==> src/design/ddr2_pkg.sv <==
package ddr2_pkg;

    localparam int ADDR_W    = 25;
    localparam int ROW_W     = 13;
    localparam int BANK_W    = 2;
    localparam int COL_W     = 10;
    localparam int DQ_W      = 16;
    localparam int DM_W      = 2;
    localparam int BURST_LEN = 8;
    localparam int TMR_W     = 6;    // holds the longest wait below

    typedef logic [2:0] cmd_op_t;

    localparam cmd_op_t OP_SCR = 3'd1;    // single-burst read
    localparam cmd_op_t OP_SCW = 3'd2;    // single-burst write

    typedef struct packed {
        logic              is_write;
        logic [BANK_W-1:0] bank;
        logic [ROW_W-1:0]  row;
        logic [COL_W-1:0]  col;
        logic [ADDR_W-1:0] addr;
    } dcmd_t;

    // {csbar, rasbar, casbar, webar}
    typedef logic [3:0] bus_cmd_t;

    localparam bus_cmd_t BUS_NOP   = 4'b1111;
    localparam bus_cmd_t BUS_ACT   = 4'b0011;
    localparam bus_cmd_t BUS_READ  = 4'b0101;
    localparam bus_cmd_t BUS_WRITE = 4'b0100;
    localparam bus_cmd_t BUS_PRE   = 4'b0010;
    localparam bus_cmd_t BUS_REF   = 4'b0001;

    // each wait lasts its value plus one cycle
    localparam logic [TMR_W-1:0] T_GETCMD        = 6'd2;
    localparam logic [TMR_W-1:0] T_ACTIVATE      = 6'd1;
    localparam logic [TMR_W-1:0] T_READ_WAIT     = 6'd26;
    localparam logic [TMR_W-1:0] T_WRITE_WAIT    = 6'd12;
    localparam logic [TMR_W-1:0] T_WRITE_RECOVER = 6'd17;
    localparam logic [TMR_W-1:0] T_PRE           = 6'd1;
    localparam logic [TMR_W-1:0] T_RNOP          = 6'd7;
    localparam logic [TMR_W-1:0] T_REF           = 6'd1;
    localparam logic [TMR_W-1:0] T_RIDLE         = 6'd55;

    localparam logic [ROW_W-1:0] PRE_ALL_A = 13'h400;    // A10 high, all banks

endpackage

==> src/design/dcmd_if.sv <==
`timescale 1ns/100ps

interface dcmd_if
    import ddr2_pkg::*;
();

    logic push;
    logic full;
    logic pop;
    logic not_empty;
    wire dcmd_t data;    // written by whichever side is upstream of the queue

    modport producer (
        output push,
        output data,
        input  full
    );

    // same view on both sides of the queue; data is an input on the write
    // side and the head entry on the read side
    modport fifo (
        input  push,
        input  pop,
        output full,
        output not_empty,
        inout  data
    );

    modport consumer (
        output pop,
        input  not_empty,
        input  data
    );

endinterface

==> src/design/cmd_fetch.sv <==
`timescale 1ns/100ps

module cmd_fetch
    import ddr2_pkg::*;
(
    input  logic              clk,
    input  logic              reset,
    input  logic              ready_init_i,
    input  logic              emptybar_cmd_i,
    input  logic [ADDR_W-1:0] addr_cmd_i,
    input  cmd_op_t           cmd_cmd_i,
    output logic              get_cmd_o,
    dcmd_if.producer          dq_o
);

    logic [TMR_W-1:0] wait_cnt;
    logic             busy;
    logic             start;
    logic             sample;
    dcmd_t            cmd_q;

    // hold off until a pending push has shown up in full
    assign start  = ready_init_i && emptybar_cmd_i && !dq_o.full && !busy && !dq_o.push;
    assign sample = busy && (wait_cnt == '0);

    assign dq_o.data = cmd_q;

    always_ff @(posedge clk) begin
        if (reset) begin
            busy      <= 1'b0;
            wait_cnt  <= '0;
            get_cmd_o <= 1'b0;
            dq_o.push <= 1'b0;
        end else begin
            get_cmd_o <= start;
            dq_o.push <= 1'b0;
            if (start) begin
                busy     <= 1'b1;
                wait_cnt <= T_GETCMD;    // external FIFO read latency
            end else if (sample) begin
                busy      <= 1'b0;
                dq_o.push <= (cmd_cmd_i == OP_SCR) || (cmd_cmd_i == OP_SCW);
            end else if (busy) begin
                wait_cnt <= wait_cnt - 1'b1;
            end
        end
    end

    // address split: row 24:12, bank 4:3, column 11:5 and 2:0
    always_ff @(posedge clk) begin
        if (sample) begin
            cmd_q.is_write <= (cmd_cmd_i == OP_SCW);
            cmd_q.bank     <= addr_cmd_i[4:3];
            cmd_q.row      <= addr_cmd_i[24:12];
            cmd_q.col      <= {addr_cmd_i[11:5], addr_cmd_i[2:0]};
            cmd_q.addr     <= addr_cmd_i;
        end
    end

endmodule

==> src/design/cmd_queue.sv <==
`timescale 1ns/100ps

module cmd_queue
    import ddr2_pkg::*;
#(
    parameter int DEPTH = 2
) (
    input  logic clk,
    input  logic reset,
    dcmd_if.fifo in_i,
    dcmd_if.fifo out_o
);

    localparam int PTR_W = (DEPTH > 1) ? $clog2(DEPTH) : 1;
    localparam int LVL_W = $clog2(DEPTH + 1);

    dcmd_t            mem [DEPTH];
    logic [PTR_W-1:0] wr_ptr;
    logic [PTR_W-1:0] rd_ptr;
    logic [LVL_W-1:0] level;
    logic             full;
    logic             not_empty;
    logic             do_push;
    logic             do_pop;

    assign full      = (level == LVL_W'(DEPTH));
    assign not_empty = (level != '0);
    assign do_push   = in_i.push && !full;
    assign do_pop    = out_o.pop && not_empty;

    assign in_i.full       = full;
    assign in_i.not_empty  = not_empty;
    assign out_o.full      = full;
    assign out_o.not_empty = not_empty;
    assign out_o.data      = mem[rd_ptr];    // head entry

    always_ff @(posedge clk) begin
        if (reset) begin
            wr_ptr <= '0;
            rd_ptr <= '0;
            level  <= '0;
        end else begin
            if (do_push)
                wr_ptr <= (wr_ptr == PTR_W'(DEPTH - 1)) ? '0 : wr_ptr + 1'b1;
            if (do_pop)
                rd_ptr <= (rd_ptr == PTR_W'(DEPTH - 1)) ? '0 : rd_ptr + 1'b1;
            if (do_push && !do_pop)
                level <= level + 1'b1;
            else if (do_pop && !do_push)
                level <= level - 1'b1;
        end
    end

    always_ff @(posedge clk) begin
        if (do_push)
            mem[wr_ptr] <= in_i.data;
    end

endmodule

==> src/design/refresh_timer.sv <==
`timescale 1ns/100ps

module refresh_timer #(
    parameter int REFRESH_INTERVAL = 3900,
    parameter int REFRESH_THRESH   = 100
) (
    input  logic clk,
    input  logic reset,
    input  logic ready_init_i,
    input  logic idle_i,
    input  logic refresh_done_i,
    output logic need_refresh_o
);

    localparam int CNT_W = $clog2(REFRESH_INTERVAL + 1);

    logic [CNT_W-1:0] count;

    assign need_refresh_o = (count < CNT_W'(REFRESH_THRESH));

    // only idle time counts toward the interval
    always_ff @(posedge clk) begin
        if (reset || refresh_done_i) begin
            count <= CNT_W'(REFRESH_INTERVAL);
        end else if (ready_init_i && idle_i && !need_refresh_o) begin
            count <= count - 1'b1;
        end
    end

endmodule

==> src/design/ddr2_sequencer.sv <==
`timescale 1ns/100ps

module ddr2_sequencer
    import ddr2_pkg::*;
(
    input  logic              clk,
    input  logic              reset,
    input  logic              ready_init_i,
    input  logic              need_refresh_i,
    dcmd_if.consumer          dc_i,
    input  logic [DQ_W-1:0]   din_data_i,
    output logic              idle_o,
    output logic              refresh_done_o,
    output logic              get_data_o,
    output logic              put_return_o,
    output logic [ADDR_W-1:0] addr_return_o,
    output logic              listen_ring_o,
    output logic [2:0]        read_ptr_ring_o,
    output logic              csbar_o,
    output logic              rasbar_o,
    output logic              casbar_o,
    output logic              webar_o,
    output logic [BANK_W-1:0] ba_o,
    output logic [ROW_W-1:0]  a_o,
    output logic [DQ_W-1:0]   dq_o,
    output logic [DM_W-1:0]   dm_o,
    output logic [1:0]        dqs_o,
    output logic              ts_o
);

    typedef enum logic [3:0] {
        IDLE,
        ACTIVATE,
        ISSUE_READ,
        READ_WAIT,
        READ_RETURN,
        ISSUE_WRITE,
        WRITE_WAIT,
        WRITE_DATA,
        WRITE_RECOVER,
        RPRE,
        RNOP,
        RREF,
        RIDLE
    } state_t;

    localparam int BEAT_W = $clog2(BURST_LEN);

    state_t            state;
    logic [TMR_W-1:0]  cnt;
    logic [BEAT_W-1:0] beat;    // wraps to zero at the end of each burst
    bus_cmd_t          bus_q;
    dcmd_t             cmd_q;
    logic [ROW_W-1:0]  col_a;
    logic              cnt_done;
    logic              take_cmd;
    logic              rd_beat;
    logic              wr_beat;

    assign cnt_done = (cnt == '0);
    assign take_cmd = (state == IDLE) && ready_init_i && !need_refresh_i && dc_i.not_empty;
    assign rd_beat  = ((state == READ_WAIT) && cnt_done) ||
                      ((state == READ_RETURN) && (beat != '0));
    assign wr_beat  = ((state == WRITE_WAIT) && cnt_done) ||
                      ((state == WRITE_DATA) && (beat != '0));

    // A10 set for auto-precharge, column on A[9:1]
    assign col_a = {2'b00, 1'b1, cmd_q.col[8:0], 1'b0};

    assign {csbar_o, rasbar_o, casbar_o, webar_o} = bus_q;
    assign idle_o         = (state == IDLE);
    assign refresh_done_o = (state == RIDLE) && cnt_done;
    assign dm_o           = '0;    // full words only

    always_ff @(posedge clk) begin
        if (reset) begin
            state           <= IDLE;
            cnt             <= '0;
            beat            <= '0;
            bus_q           <= BUS_NOP;
            ba_o            <= '0;
            a_o             <= '0;
            dqs_o           <= '0;
            ts_o            <= 1'b0;
            get_data_o      <= 1'b0;
            put_return_o    <= 1'b0;
            listen_ring_o   <= 1'b0;
            read_ptr_ring_o <= '0;
            dc_i.pop        <= 1'b0;
        end else begin
            bus_q         <= BUS_NOP;
            dc_i.pop      <= take_cmd;
            put_return_o  <= rd_beat;
            listen_ring_o <= rd_beat && (beat == '0);
            get_data_o    <= wr_beat;
            ts_o          <= wr_beat;
            if (!cnt_done)
                cnt <= cnt - 1'b1;
            if (rd_beat) begin
                read_ptr_ring_o <= beat;
                beat            <= beat + 1'b1;
            end
            if (wr_beat) begin
                dqs_o <= ~dqs_o;
                beat  <= beat + 1'b1;
            end

            case (state)
                IDLE: begin
                    if (ready_init_i && need_refresh_i) begin    // refresh wins
                        bus_q <= BUS_PRE;
                        a_o   <= PRE_ALL_A;
                        cnt   <= T_PRE;
                        state <= RPRE;
                    end else if (take_cmd) begin
                        bus_q <= BUS_ACT;
                        ba_o  <= dc_i.data.bank;
                        a_o   <= dc_i.data.row;
                        cnt   <= T_ACTIVATE;
                        state <= ACTIVATE;
                    end
                end
                ACTIVATE: begin
                    if (!cnt_done) begin
                        bus_q <= BUS_ACT;
                    end else begin
                        bus_q <= cmd_q.is_write ? BUS_WRITE : BUS_READ;
                        a_o   <= col_a;
                        state <= cmd_q.is_write ? ISSUE_WRITE : ISSUE_READ;
                    end
                end
                ISSUE_READ: begin
                    cnt   <= T_READ_WAIT;
                    state <= READ_WAIT;
                end
                READ_WAIT: if (cnt_done) state <= READ_RETURN;
                READ_RETURN: if (beat == '0) state <= IDLE;
                ISSUE_WRITE: begin
                    cnt   <= T_WRITE_WAIT;
                    state <= WRITE_WAIT;
                end
                WRITE_WAIT: if (cnt_done) state <= WRITE_DATA;
                WRITE_DATA: begin
                    if (beat == '0) begin
                        cnt   <= T_WRITE_RECOVER;    // write recovery before next ACTIVATE
                        state <= WRITE_RECOVER;
                    end
                end
                WRITE_RECOVER: if (cnt_done) state <= IDLE;
                RPRE: begin
                    if (!cnt_done) begin
                        bus_q <= BUS_PRE;
                    end else begin
                        cnt   <= T_RNOP;
                        state <= RNOP;
                    end
                end
                RNOP: begin
                    if (cnt_done) begin
                        bus_q <= BUS_REF;
                        cnt   <= T_REF;
                        state <= RREF;
                    end
                end
                RREF: begin
                    if (!cnt_done) begin
                        bus_q <= BUS_REF;
                    end else begin
                        cnt   <= T_RIDLE;
                        state <= RIDLE;
                    end
                end
                RIDLE: if (cnt_done) state <= IDLE;
                default: state <= IDLE;
            endcase
        end
    end

    always_ff @(posedge clk) begin
        if (take_cmd)
            cmd_q <= dc_i.data;
        if (rd_beat)
            addr_return_o <= cmd_q.addr + ADDR_W'(beat);
        if (wr_beat)
            dq_o <= din_data_i;
    end

endmodule

==> src/design/ddr2_protocol_engine.sv <==
`timescale 1ns/100ps

module ddr2_protocol_engine
    import ddr2_pkg::*;
#(
    parameter int REFRESH_INTERVAL = 3900,
    parameter int REFRESH_THRESH   = 100
) (
    input  logic              clk,
    input  logic              reset,
    input  logic              ready_init_i,
    input  logic [ADDR_W-1:0] addr_cmdfifo_i,
    input  cmd_op_t           cmd_cmdfifo_i,
    input  logic              emptybar_cmdfifo_i,
    input  logic [DQ_W-1:0]   din_datafifo_i,
    output logic              get_cmdfifo_o,
    output logic              get_datafifo_o,
    output logic              put_returnfifo_o,
    output logic [ADDR_W-1:0] addr_returnfifo_o,
    output logic              listen_ringbuff_o,
    output logic [2:0]        readptr_ringbuff_o,
    output logic              csbar_o,
    output logic              rasbar_o,
    output logic              casbar_o,
    output logic              webar_o,
    output logic [BANK_W-1:0] ba_o,
    output logic [ROW_W-1:0]  a_o,
    output logic [DQ_W-1:0]   dq_sstl_o,
    output logic [DM_W-1:0]   dm_sstl_o,
    output logic [1:0]        dqs_sstl_o,
    output logic              ts_o
);

    logic need_refresh;
    logic seq_idle;
    logic refresh_done;

    dcmd_if fetch_if ();    // fetch -> queue
    dcmd_if seq_if ();      // queue -> sequencer

    cmd_fetch u_cmd_fetch (
        .clk            (clk),
        .reset          (reset),
        .ready_init_i   (ready_init_i),
        .emptybar_cmd_i (emptybar_cmdfifo_i),
        .addr_cmd_i     (addr_cmdfifo_i),
        .cmd_cmd_i      (cmd_cmdfifo_i),
        .get_cmd_o      (get_cmdfifo_o),
        .dq_o           (fetch_if.producer)
    );

    cmd_queue #(
        .DEPTH (2)
    ) u_cmd_queue (
        .clk   (clk),
        .reset (reset),
        .in_i  (fetch_if.fifo),
        .out_o (seq_if.fifo)
    );

    refresh_timer #(
        .REFRESH_INTERVAL (REFRESH_INTERVAL),
        .REFRESH_THRESH   (REFRESH_THRESH)
    ) u_refresh_timer (
        .clk            (clk),
        .reset          (reset),
        .ready_init_i   (ready_init_i),
        .idle_i         (seq_idle),
        .refresh_done_i (refresh_done),
        .need_refresh_o (need_refresh)
    );

    ddr2_sequencer u_ddr2_sequencer (
        .clk             (clk),
        .reset           (reset),
        .ready_init_i    (ready_init_i),
        .need_refresh_i  (need_refresh),
        .dc_i            (seq_if.consumer),
        .din_data_i      (din_datafifo_i),
        .idle_o          (seq_idle),
        .refresh_done_o  (refresh_done),
        .get_data_o      (get_datafifo_o),
        .put_return_o    (put_returnfifo_o),
        .addr_return_o   (addr_returnfifo_o),
        .listen_ring_o   (listen_ringbuff_o),
        .read_ptr_ring_o (readptr_ringbuff_o),
        .csbar_o         (csbar_o),
        .rasbar_o        (rasbar_o),
        .casbar_o        (casbar_o),
        .webar_o         (webar_o),
        .ba_o            (ba_o),
        .a_o             (a_o),
        .dq_o            (dq_sstl_o),
        .dm_o            (dm_sstl_o),
        .dqs_o           (dqs_sstl_o),
        .ts_o            (ts_o)
    );

endmodule

==> config.mk <==
export PLATFORM = sky130hd
export DESIGN_NAME = ddr2_protocol_engine
export DESIGN_NICKNAME = d
export VERILOG_FILES = /design/src/design/ddr2_pkg.sv /design/src/design/dcmd_if.sv /design/src/design/cmd_fetch.sv /design/src/design/cmd_queue.sv /design/src/design/refresh_timer.sv /design/src/design/ddr2_sequencer.sv /design/src/design/ddr2_protocol_engine.sv
export SDC_FILE = /design/constraint.sdc
export NUM_CORES = 1
export LEC_CHECK = 0
export BUFFER_PORTS_ARGS = -buffer_cell sky130_fd_sc_hd__buf_4
export CAP_MARGIN = 20
export CELL_PAD_IN_SITES_DETAIL_PLACEMENT = 2
export CELL_PAD_IN_SITES_GLOBAL_PLACEMENT = 2
export CORE_MARGIN = 1.5
export CORE_UTILIZATION = 39
export DETAILED_ROUTE_END_ITERATION = 10
export PLACE_DENSITY = 0.82
export SKIP_LAST_GASP = 1
export SYNTH_ARGS = -nofsm -noshare
export SYNTH_HDL_FRONTEND = slang
export SYNTH_SLANG_ARGS = --single-unit
export TNS_END_PERCENT = 100
==> constraint.sdc <==
create_clock -name clk -period 4.4 [get_ports clk]
set_input_delay 0.88 -clock clk [delete_from_list [all_inputs] [get_ports clk]]
set_output_delay 0.88 -clock clk [all_outputs]
set_load 0.02 [all_outputs]
==> impl_metrics.json, run 1 <==
{
  "outcome": "complete, no violations",
  "core.rowCount": 54,
  "cts_resized": 0,
  "wl_met3_um": 1130,
  "ctsHtreeMaxLevel": 1,
  "hold_viol": 0,
  "syn-instance-count": 671,
  "r2r-end": "u_ddr2_sequencer.beat[0]",
  "drive_gt1_share_pct": 24.3,
  "root_buffer": "clkbuf_16",
  "wl_met1_um": 10500,
  "synth_area_um2": 8740,
  "fmax_mhz": 323,
  "arrival_ns": 3.52,
  "seq_area_frac_synth_pct": 65.2,
  "dp_hpwl_um": 17200,
  "drtPass1Iterations": 5,
  "period_needed_ns": 3.10,
  "cts_setup_buffers": 0,
  "drt_iter0_drc": 300,
  "maxSlewViolCount": 0,
  "die_h_um": 153,
  "clkLatencyLatePin_ns": 0.52,
  "period_share_pct": 70.4,
  "tightest_slew_ns": 1.08,
  "worstSetupEndpointType": "flip-flop",
  "hold_path_depth": 0,
  "first_global_vias": 6620,
  "worst_ir_drop_vdd_v": 0.000306,
  "synth_area_leaders": "edfxtp_1, dfxtp_1, xnor2_1",
  "cp-endpoint": "u_ddr2_sequencer.beat[0]",
  "cp.required_ns": 4.83,
  "hold_path_class": "flip-flop to flip-flop",
  "grt_util_all_layers_pct": 21.1,
  "clock_skew_ns": 0.0194,
  "ctsHoldBuffers": 0,
  "yosys_most_used_dff": "edfxtp_1",
  "fin_nets": 849,
  "core_um2": 21900,
  "maxCapViolCount": 0,
  "areaGrowthSynthToFinish_pct": 21.4,
  "drc": 0,
  "wl_per_cell_um": 22.5,
  "holdCritStartpoint": "u_cmd_fetch.dq_o.data[4]",
  "synth_top_area_share_pct": 49.8,
  "worstRegToRegCells": 5,
  "fp.dieW_um": 153,
  "setup_ws_ns": 1.30,
  "numPlacedInstances": 1043,
  "routed-wl-met2_um": 12200,
  "diodes": 0,
  "powerDensity_nw_per_um2": 525,
  "rsz0062_at_grt": "no",
  "async_reset_ff_share_pct": 0,
  "synthTopCellsByCount": "edfxtp_1, dfxtp_1, nor2_1",
  "vias": 5845,
  "grt_first_pass_wirelength_um": 38800,
  "top_layer_used": "met4",
  "critPathMaxFanout": 27,
  "cts_tree": "done",
  "slew-limit-headroom_pct": 27.8,
  "clk_path_buf_depth": 3,
  "fin_cells": 1087,
  "r2r_slack_ns": 1.30,
  "ant_nets": 0,
  "cts_sinks": 212,
  "place_ws_ns": 1.45,
  "initial_core_util_pct": 39.9,
  "clk_pin_slew_ns": 0.06,
  "path_class": "flip-flop to flip-flop",
  "gr-total-overflow": 0,
  "grt_max_degree": 43,
  "synth-seq-cells": 212,
  "worstSetupStartpointType": "flip-flop",
  "placed_cell_area_um2": 9850,
  "num_io_pins": 120,
  "hold_slack_ns": 0.448,
  "io_buffers": 117,
  "dieArea_um2": 23300,
  "reg2reg_from": "u_ddr2_sequencer.state[3]",
  "cts_buffers": 24,
  "synth_edf_count": 145,
  "setup-violations-final": 0,
  "synth.most_common_cell": "edfxtp_1",
  "yosysUniqueCellTypes": 74,
  "startpoint": "u_ddr2_sequencer.state[3]",
  "design_area_um2": 10600,
  "routed_via_density": 5.38,
  "yosys.area.top_type": "edfxtp_1",
  "antenna_found_initial": 0,
  "power.leakage_uw": 0.00385,
  "yosysWarnings": 0,
  "finalWirelength_um": 24500,
  "place.gp.congestion": 0.858,
  "setup-tns-final_ns": 0,
  "syn_area_per_cell_um2": 13.0
}
==> registers in the layout, summed over array words and instances, names as in the netlist, 4 cells and up, named ones only <==
| name | cells |
|---|---|
| u_ddr2_sequencer.dq_o | 16 |
| u_ddr2_sequencer.state | 4 |
| u_ddr2_sequencer.cmd_q | 26 |
| u_cmd_fetch.dq_o.data | 26 |
| u_ddr2_sequencer.a_o | 13 |
| u_ddr2_sequencer.addr_return_o | 25 |
| u_cmd_queue.mem | 52 |
| u_ddr2_sequencer.bus_q | 4 |
| u_ddr2_sequencer.cnt | 6 |
| u_cmd_fetch.wait_cnt | 6 |
| u_refresh_timer.count | 12 |
==> per-stage QoR <==
step / total power [uW] / util, %
after global placement: 3570 / 44.9
after detailed placement: 3640 / 45.0
after CTS: 5620 / 48.5
after global routing: 5810 / 48.5
after floorplan: 3260 / -
final: 5570 / 48.5
==> area by class of cell <==
cell class	instances	area (um^2)
inverters	30	118
repair buffers	124	938
flip-flops and latches	212	5700
clock buffers	35	652
multi-input cells	397	2750
clock inverters	9	110
well taps	280	350
fillers	2137	11300
==> layer usage <==
metal	vias up	track usage (%)
li1	2698	-
met1	2939	26.8
met2	169	36.4
met3	39	3.98
met4	0	6.32
met5	-	0
==> layout by cell type (no fill, tap or decap), drive strengths merged, types with 3 or more instances in the layout <==
master	Yosys	layout
xor2	18	18
and2	6	6
nor3	21	21
dfxtp	67	67
a221oi	3	3
o31ai	4	4
clkinv	2	8
nand3b	3	3
nor2	51	51
o22ai	3	3
a31oi	3	3
nand4	9	9
nand3	18	18
nor4	14	14
or3	5	5
nand2b	7	7
nor3b	5	5
nand2	38	38
ha	11	11
buf	19	124
mux2	17	17
o41ai	3	3
a21oi	27	27
a211oi	13	13
nor2b	6	6
inv	28	29
clkbuf	14	35
edfxtp	145	145
and3	10	10
xnor2	26	26
mux2i	19	19
o21ai	23	23
==> worst min path at each step <==
stage	endpoint	slack [ns]
after floorplan	u_cmd_queue.mem[0][25]	0.42
after global routing	u_cmd_queue.mem[1][48]	0.46
after global placement	u_cmd_queue.mem[1][31]	0.42
final	u_cmd_queue.mem[0][49]	0.45
after detailed placement	u_cmd_queue.mem[0][49]	0.44
after CTS	u_cmd_queue.mem[1][48]	0.45
==> kinds of logic after synthesis <==
group / Yosys count / share of synthesized area (%)
xor+xnor: 44 / 4.41
mux: 36 / 4.37
compound gates: 97 / 7.47
other cells: 1 / 0.0429
fa+ha+maj: 13 / 1.92
simple gates: 205 / 13.1
flops: 212 / 65.2
buf+inv: 63 / 3.52
==> critical path: stages (launching register included) <==
cell	delay (ns)
dfxtp_1	1.01
and4b_1	0.33
and2b_1	0.25
nand2b_1	0.68
o21ai_0	0.52
nor3b_1	0.21
==> power by group <==
| group | switching, uW | leakage, uW | internal (uW) |
|---|---|---|---|
| combinational | 787 | 0.00162 | 453 |
| sequential | 141 | 0.00185 | 2250 |
| clock | 793 | 0.000371 | 1150 |
| total | 1720 | 0.00385 | 3850 |
Note: power is estimated with default switching activity, not from simulation.
==> run 2: changes to the inputs <==
- ABC_AREA: not set -> 1
- CORE_UTILIZATION: 39 -> 37
- PLACE_DENSITY: 0.82 -> 0.83
- clock period: 4.4 -> 3.2 ns (I/O delays scaled with it)
==> impl_metrics.json, run 2 <==
{
  "outcome": "complete, no violations",
  "ctsHtreeMaxLevel": 1,
  "wl_per_cell_um": 21.2,
  "io_buffers": 117,
  "r2r_slack_ns": 0.61,
  "cts_setup_buffers": 0,
  "gr-total-overflow": 0,
  "design_area_um2": 10900,
  "synth-seq-cells": 212,
  "layout_commonest_cell": "nand2_1",
  "startpoint": "u_ddr2_sequencer.beat[0]",
  "ant_nets": 0,
  "synth_area_um2": 8880,
  "drtPass1Iterations": 5,
  "first_global_vias": 7589,
  "hold_viol": 0,
  "synth_top_area_share_pct": 49.0,
  "worstRegToRegCells": 10,
  "hold_path_class": "primary input to flip-flop",
  "place.gp.congestion": 0.838,
  "synth-xor-area-share_pct": 3.35,
  "synth_compound_area_share_pct": 5.47,
  "core_um2": 23500,
  "worstSetupStartpointType": "flip-flop",
  "power.leakage_uw": 0.00449,
  "powerDensity_nw_per_um2": 742,
  "critPathMaxFanout": 5,
  "path_class": "flip-flop to flip-flop",
  "cts_tree": "done",
  "syn-instance-count": 861,
  "registers.top_by_ff_count": "u_cmd_queue.mem",
  "clock_skew_ns": 0.0102,
  "maxSlewViolCount": 0,
  "yosys.area_share.simple_pct": 19.7,
  "synth_area_leaders": "edfxtp_1, dfxtp_1, nand2_1",
  "dp_hpwl_um": 20600,
  "final_cell_mix": "nand2_1, edfxtp_1, buf_4",
  "period_needed_ns": 2.59,
  "synthTopCellsByCount": "nand2_1, edfxtp_1, inv_1",
  "synth.most_common_cell": "nand2_1",
  "die_h_um": 158,
  "r2r-end": "u_ddr2_sequencer.addr_return_o[18]",
  "fin_nets": 1057,
  "dieArea_um2": 24900,
  "placed_cell_area_um2": 10100,
  "drc": 0,
  "hold_path_depth": 1,
  "syn_area_per_cell_um2": 10.3,
  "fmax_mhz": 387,
  "seq_area_frac_synth_pct": 64.2,
  "initial_core_util_pct": 37.8,
  "root_buffer": "clkbuf_16",
  "drt_iter0_drc": 373,
  "drive_gt1_share_pct": 19.7,
  "place_ws_ns": 0.640,
  "diodes": 0,
  "ctsHoldBuffers": 0,
  "routed_via_density": 5.04,
  "largest_reg_flops": 52,
  "rsz0062_at_grt": "no",
  "maxCapViolCount": 0,
  "grt_max_degree": 33,
  "reg2reg_from": "u_ddr2_sequencer.beat[0]",
  "clk_path_buf_depth": 3,
  "clkLatencyLatePin_ns": 0.51,
  "holdCritStartpoint": "addr_cmdfifo_i[11]",
  "vias": 6727,
  "hold_slack_ns": 0.299,
  "period_share_pct": 80.8,
  "slew-limit-headroom_pct": 46.9,
  "routed-wl-met2_um": 14800,
  "min_to": "u_cmd_fetch.dq_o.data[11]",
  "cts_sinks": 212,
  "yosys_most_used_dff": "edfxtp_1",
  "final_util_pct": 46.4,
  "tightest_slew_ns": 0.794,
  "post_synth_mux_area_share_pct": 0,
  "antenna_found_initial": 0,
  "clk_pin_slew_ns": 0.06,
  "worst_ir_drop_vdd_v": 0.000342,
  "wl_met3_um": 1140,
  "wl_met1_um": 11300,
  "cp.required_ns": 3.46,
  "synth_edf_count": 145,
  "grt_first_pass_wirelength_um": 43300,
  "cts_resized": 0,
  "finalWirelength_um": 28300,
  "top_layer_used": "met4",
  "yosys.area.top_type": "edfxtp_1",
  "num_io_pins": 120,
  "core.rowCount": 56,
  "cts_buffers": 24,
  "grt_util_all_layers_pct": 23.2,
  "fp.dieW_um": 158,
  "synth_top_family_by_area": "simple AND/OR/NAND/NOR gates",
  "synthAdderAreaFrac_pct": 1.78,
  "async_reset_ff_share_pct": 0,
  "areaGrowthSynthToFinish_pct": 22.7,
  "yosysUniqueCellTypes": 45,
  "setup_ws_ns": 0.613,
  "setup-violations-final": 0,
  "arrival_ns": 2.85,
  "yosysWarnings": 0,
  "worstSetupEndpointType": "flip-flop",
  "setup-tns-final_ns": 0
}
run 2: critical path, cell delays in order (launching register included):
cell and delay (ns):
dfxtp_1 0.41, ha_1 0.20, inv_1 0.06, fa_1 0.42
o21ai_2 0.28, nand3_1 0.24, nor2_2 0.22, nand2_1 0.13
nor2_2 0.16, nand2_1 0.09, xnor2_1 0.13
run 2: metal layers:
metal | GRT usage (%) | vias to the layer above
li1 | - | 3128
met3 | 3.39 | 62
met5 | 0 | -
met1 | 27.2 | 3361
met4 | 9.84 | 0
met2 | 42.3 | 176
run 2: worst max path at each step:
stage / to / slack (ns)
after global routing: u_ddr2_sequencer.addr_return_o[18] / 0.46
after CTS: u_ddr2_sequencer.addr_return_o[18] / 0.61
after detailed placement: u_ddr2_sequencer.addr_return_o[18] / 0.64
final: u_ddr2_sequencer.addr_return_o[18] / 0.61
after global placement: u_ddr2_sequencer.addr_return_o[18] / 0.83
after floorplan: u_cmd_fetch.dq_o.push / 0.72
run 2: cells by family (layout without fill, tap and decap cells):
kind of cell             Yosys count  count (layout)
buffers and inverters            115             268
AO/OA/AOI/OAI                     88              88
AND/OR/NAND/NOR                  399             399
flip-flops                       212             212
adder cells (fa/ha/maj)           12              12
XOR/XNOR                          34              34
other                              1               2
run 2: final cells by class:
type                       instances  area (um^2)
fill                            2473        12600
timing repair buffer             127          953
clock buffer                      41          746
inverter                          97          369
multi-input combinational        535         2710
sequential                       212         5700
tap                              319          399
clock inverter                     3         17.5
run 2: where the power goes:
part           internal [uW]  leakage [uW]  switching [uW]
Combinational            661       0.00227            1410
Clock                   1580      0.000371            1080
Sequential              3150       0.00185             212
run 2: through the flow:
step / power (uW) / instances
floorplan: 4750 / 862
global placement: 5270 / 1290
detailed placement: 5440 / 1290
CTS: 8160 / 1334
global route: 8480 / 1334
finish: 8080 / 1334
==> run 3: changes to the inputs <==
- CORE_UTILIZATION: 37 -> 33
- PLACE_DENSITY: 0.83 -> 0.78
- clock period: 3.2 -> 2.08 ns (I/O delays scaled with it)
==> impl_metrics.json, run 3 (same netlist as run 2, synthesis figures left out) <==
{
  "outcome": "finished with violations",
  "violations": "setup timing",
  "cts_sinks": 212,
  "initial_core_util_pct": 33.9,
  "numPlacedInstances": 1322,
  "clk_path_buf_depth": 3,
  "slew-limit-headroom_pct": 61.8,
  "drt_iter0_drc": 329,
  "worstSetupStartpointType": "flip-flop",
  "critical_path.cell_chain": "ha_2 > inv_2 > fa_2 > o21ai_2 > nand3_2 > nor2_4 > nand2_4 > nor2_4 > nand2_1 > xnor2_1",
  "setup_ws_ns": -0.106,
  "max_stage_delay_ns": 0.40,
  "slowest_stage": "fa_2",
  "dieArea_um2": 27900,
  "fmax_mhz": 457,
  "grt_util_all_layers_pct": 18.9,
  "hold_viol": 0,
  "startpoint": "u_ddr2_sequencer.cmd_q[0]",
  "cp-endpoint": "u_ddr2_sequencer.addr_return_o[18]",
  "r2r-end": "u_ddr2_sequencer.addr_return_o[18]",
  "period_share_pct": 105,
  "finalWirelength_um": 26300,
  "wl_per_cell_um": 19.2,
  "ant_nets": 0,
  "die_h_um": 167,
  "reg2reg_from": "u_ddr2_sequencer.cmd_q[0]",
  "io_buffers": 117,
  "dp_hpwl_um": 19500,
  "fin_nets": 1080,
  "drc": 0,
  "clk_pin_slew_ns": 0.06,
  "worstSetupEndpointType": "flip-flop",
  "hold_path_class": "primary input to flip-flop",
  "maxSlewViolCount": 0,
  "critPathMaxFanout": 3,
  "r2r_slack_ns": -0.11,
  "clock_skew_ns": 0.0106,
  "hold_slack_ns": 0.0552,
  "p_total_uw": 12700,
  "first_global_vias": 7308,
  "registers.top_by_ff_count": "u_cmd_queue.mem",
  "core.rowCount": 59,
  "largest_reg_flops": 52,
  "drtPass1Iterations": 4,
  "num_io_pins": 120,
  "gr-total-overflow": 0,
  "grt_first_pass_wirelength_um": 41200,
  "cts_tree": "done",
  "core_um2": 26200,
  "diodes": 0,
  "vias": 6657,
  "routed_via_density": 4.85,
  "fin_cells": 1373,
  "arrival_ns": 2.47,
  "drive_gt1_share_pct": 22.5,
  "period_needed_ns": 2.19,
  "final_cell_mix": "nand2_1, buf_4, edfxtp_1",
  "worst_ir_drop_vdd_v": 0.000519,
  "antenna_found_initial": 0,
  "power.leakage_uw": 0.00466,
  "place.gp.congestion": 0.853,
  "ctsHoldBuffers": 0,
  "layout_commonest_cell": "nand2_1",
  "areaGrowthSynthToFinish_pct": 26.7,
  "tightest_slew_ns": 0.569,
  "fp.dieW_um": 167,
  "clkLatencyLatePin_ns": 0.54,
  "grt_max_degree": 32,
  "setup-tns-final_ns": -0.300,
  "worstRegToRegCells": 10,
  "cts_buffers": 25,
  "setup-violations-final": 6,
  "path_class": "flip-flop to flip-flop",
  "rsz0062_at_grt": "yes",
  "maxCapViolCount": 0,
  "ctsHtreeMaxLevel": 1,
  "final_util_pct": 42.9,
  "root_buffer": "clkbuf_16",
  "crit_top_cell": "nor2_4",
  "cp.required_ns": 2.37,
  "powerDensity_nw_per_um2": 1130
}
-- run 3: critical path, delay by kind of cell (launching register included) --
| family | cells | cell delay (ns) |
|---|---|---|
| and+or+nand+nor | 5 | 0.59 |
| xor gates and xnor gates | 1 | 0.13 |
| buffers and inverters | 1 | 0.05 |
| DFF | 1 | 0.37 |
| adders and majority gates | 2 | 0.60 |
| AOI/OAI and AO/OA | 1 | 0.19 |
-- run 3: worst min-delay path by stage --
stage          cells past startpoint                startpoint  slack, ns                        end
6_report                           1        addr_cmdfifo_i[22]       0.06  u_cmd_fetch.dq_o.data[22]
5_1_grt                            1        addr_cmdfifo_i[10]       0.03  u_cmd_fetch.dq_o.data[10]
4_1_cts                            1        din_datafifo_i[12]       0.03  u_ddr2_sequencer.dq_o[12]
3_5_place_dp                       0  u_cmd_fetch.dq_o.data[8]       0.44     u_cmd_queue.mem[0][31]
3_3_place_gp                       0  u_cmd_fetch.dq_o.data[9]       0.42     u_cmd_queue.mem[0][32]
2_1_floorplan                      0  u_cmd_fetch.dq_o.data[0]       0.42     u_cmd_queue.mem[0][25]
-- run 3: power breakdown --
part / switching, uW / internal, uW / total, uW
Clock: 1740 / 2650 / 4390
Combinational: 2080 / 1120 / 3200
Sequential: 289 / 4840 / 5130
-- run 3: stage by stage --
| stage | area, um^2 | setup slack [ns] |
|---|---|---|
| 5_1_grt | 11200 | -0.176 |
| 3_5_place_dp | 10300 | -0.0456 |
| 4_1_cts | 11100 | -0.0480 |
| 2_1_floorplan | 8900 | 0.0339 |
| 6_report | 11200 | -0.106 |
| 3_3_place_gp | 10300 | 0.0375 |
-- run 3: routing by layer --
layer  track usage (%)  up-vias  wire length (um)
met2              33.3      162             13400
met3              2.78       33              1130
met5                 0        -                 0
met1              24.0     3294             11300
li1                  -     3168                 -
met4              5.34        0               523
-- run 3: repair_timing --
item	CTS	global route
endpoints found under the setup margin	1	30
resized for setup	0	11
pin swaps	0	6
gates cloned	0	0
buffers inserted	0	6
-- run 3: layout make-up --
class,count,area (um^2)
fill,2751,15000
sequential,212,5700
multi-input combinational,535,2780
timing repair buffer,149,1160
clock buffer,30,664
tap,335,419
inverter,97,369
clock inverter,15,166
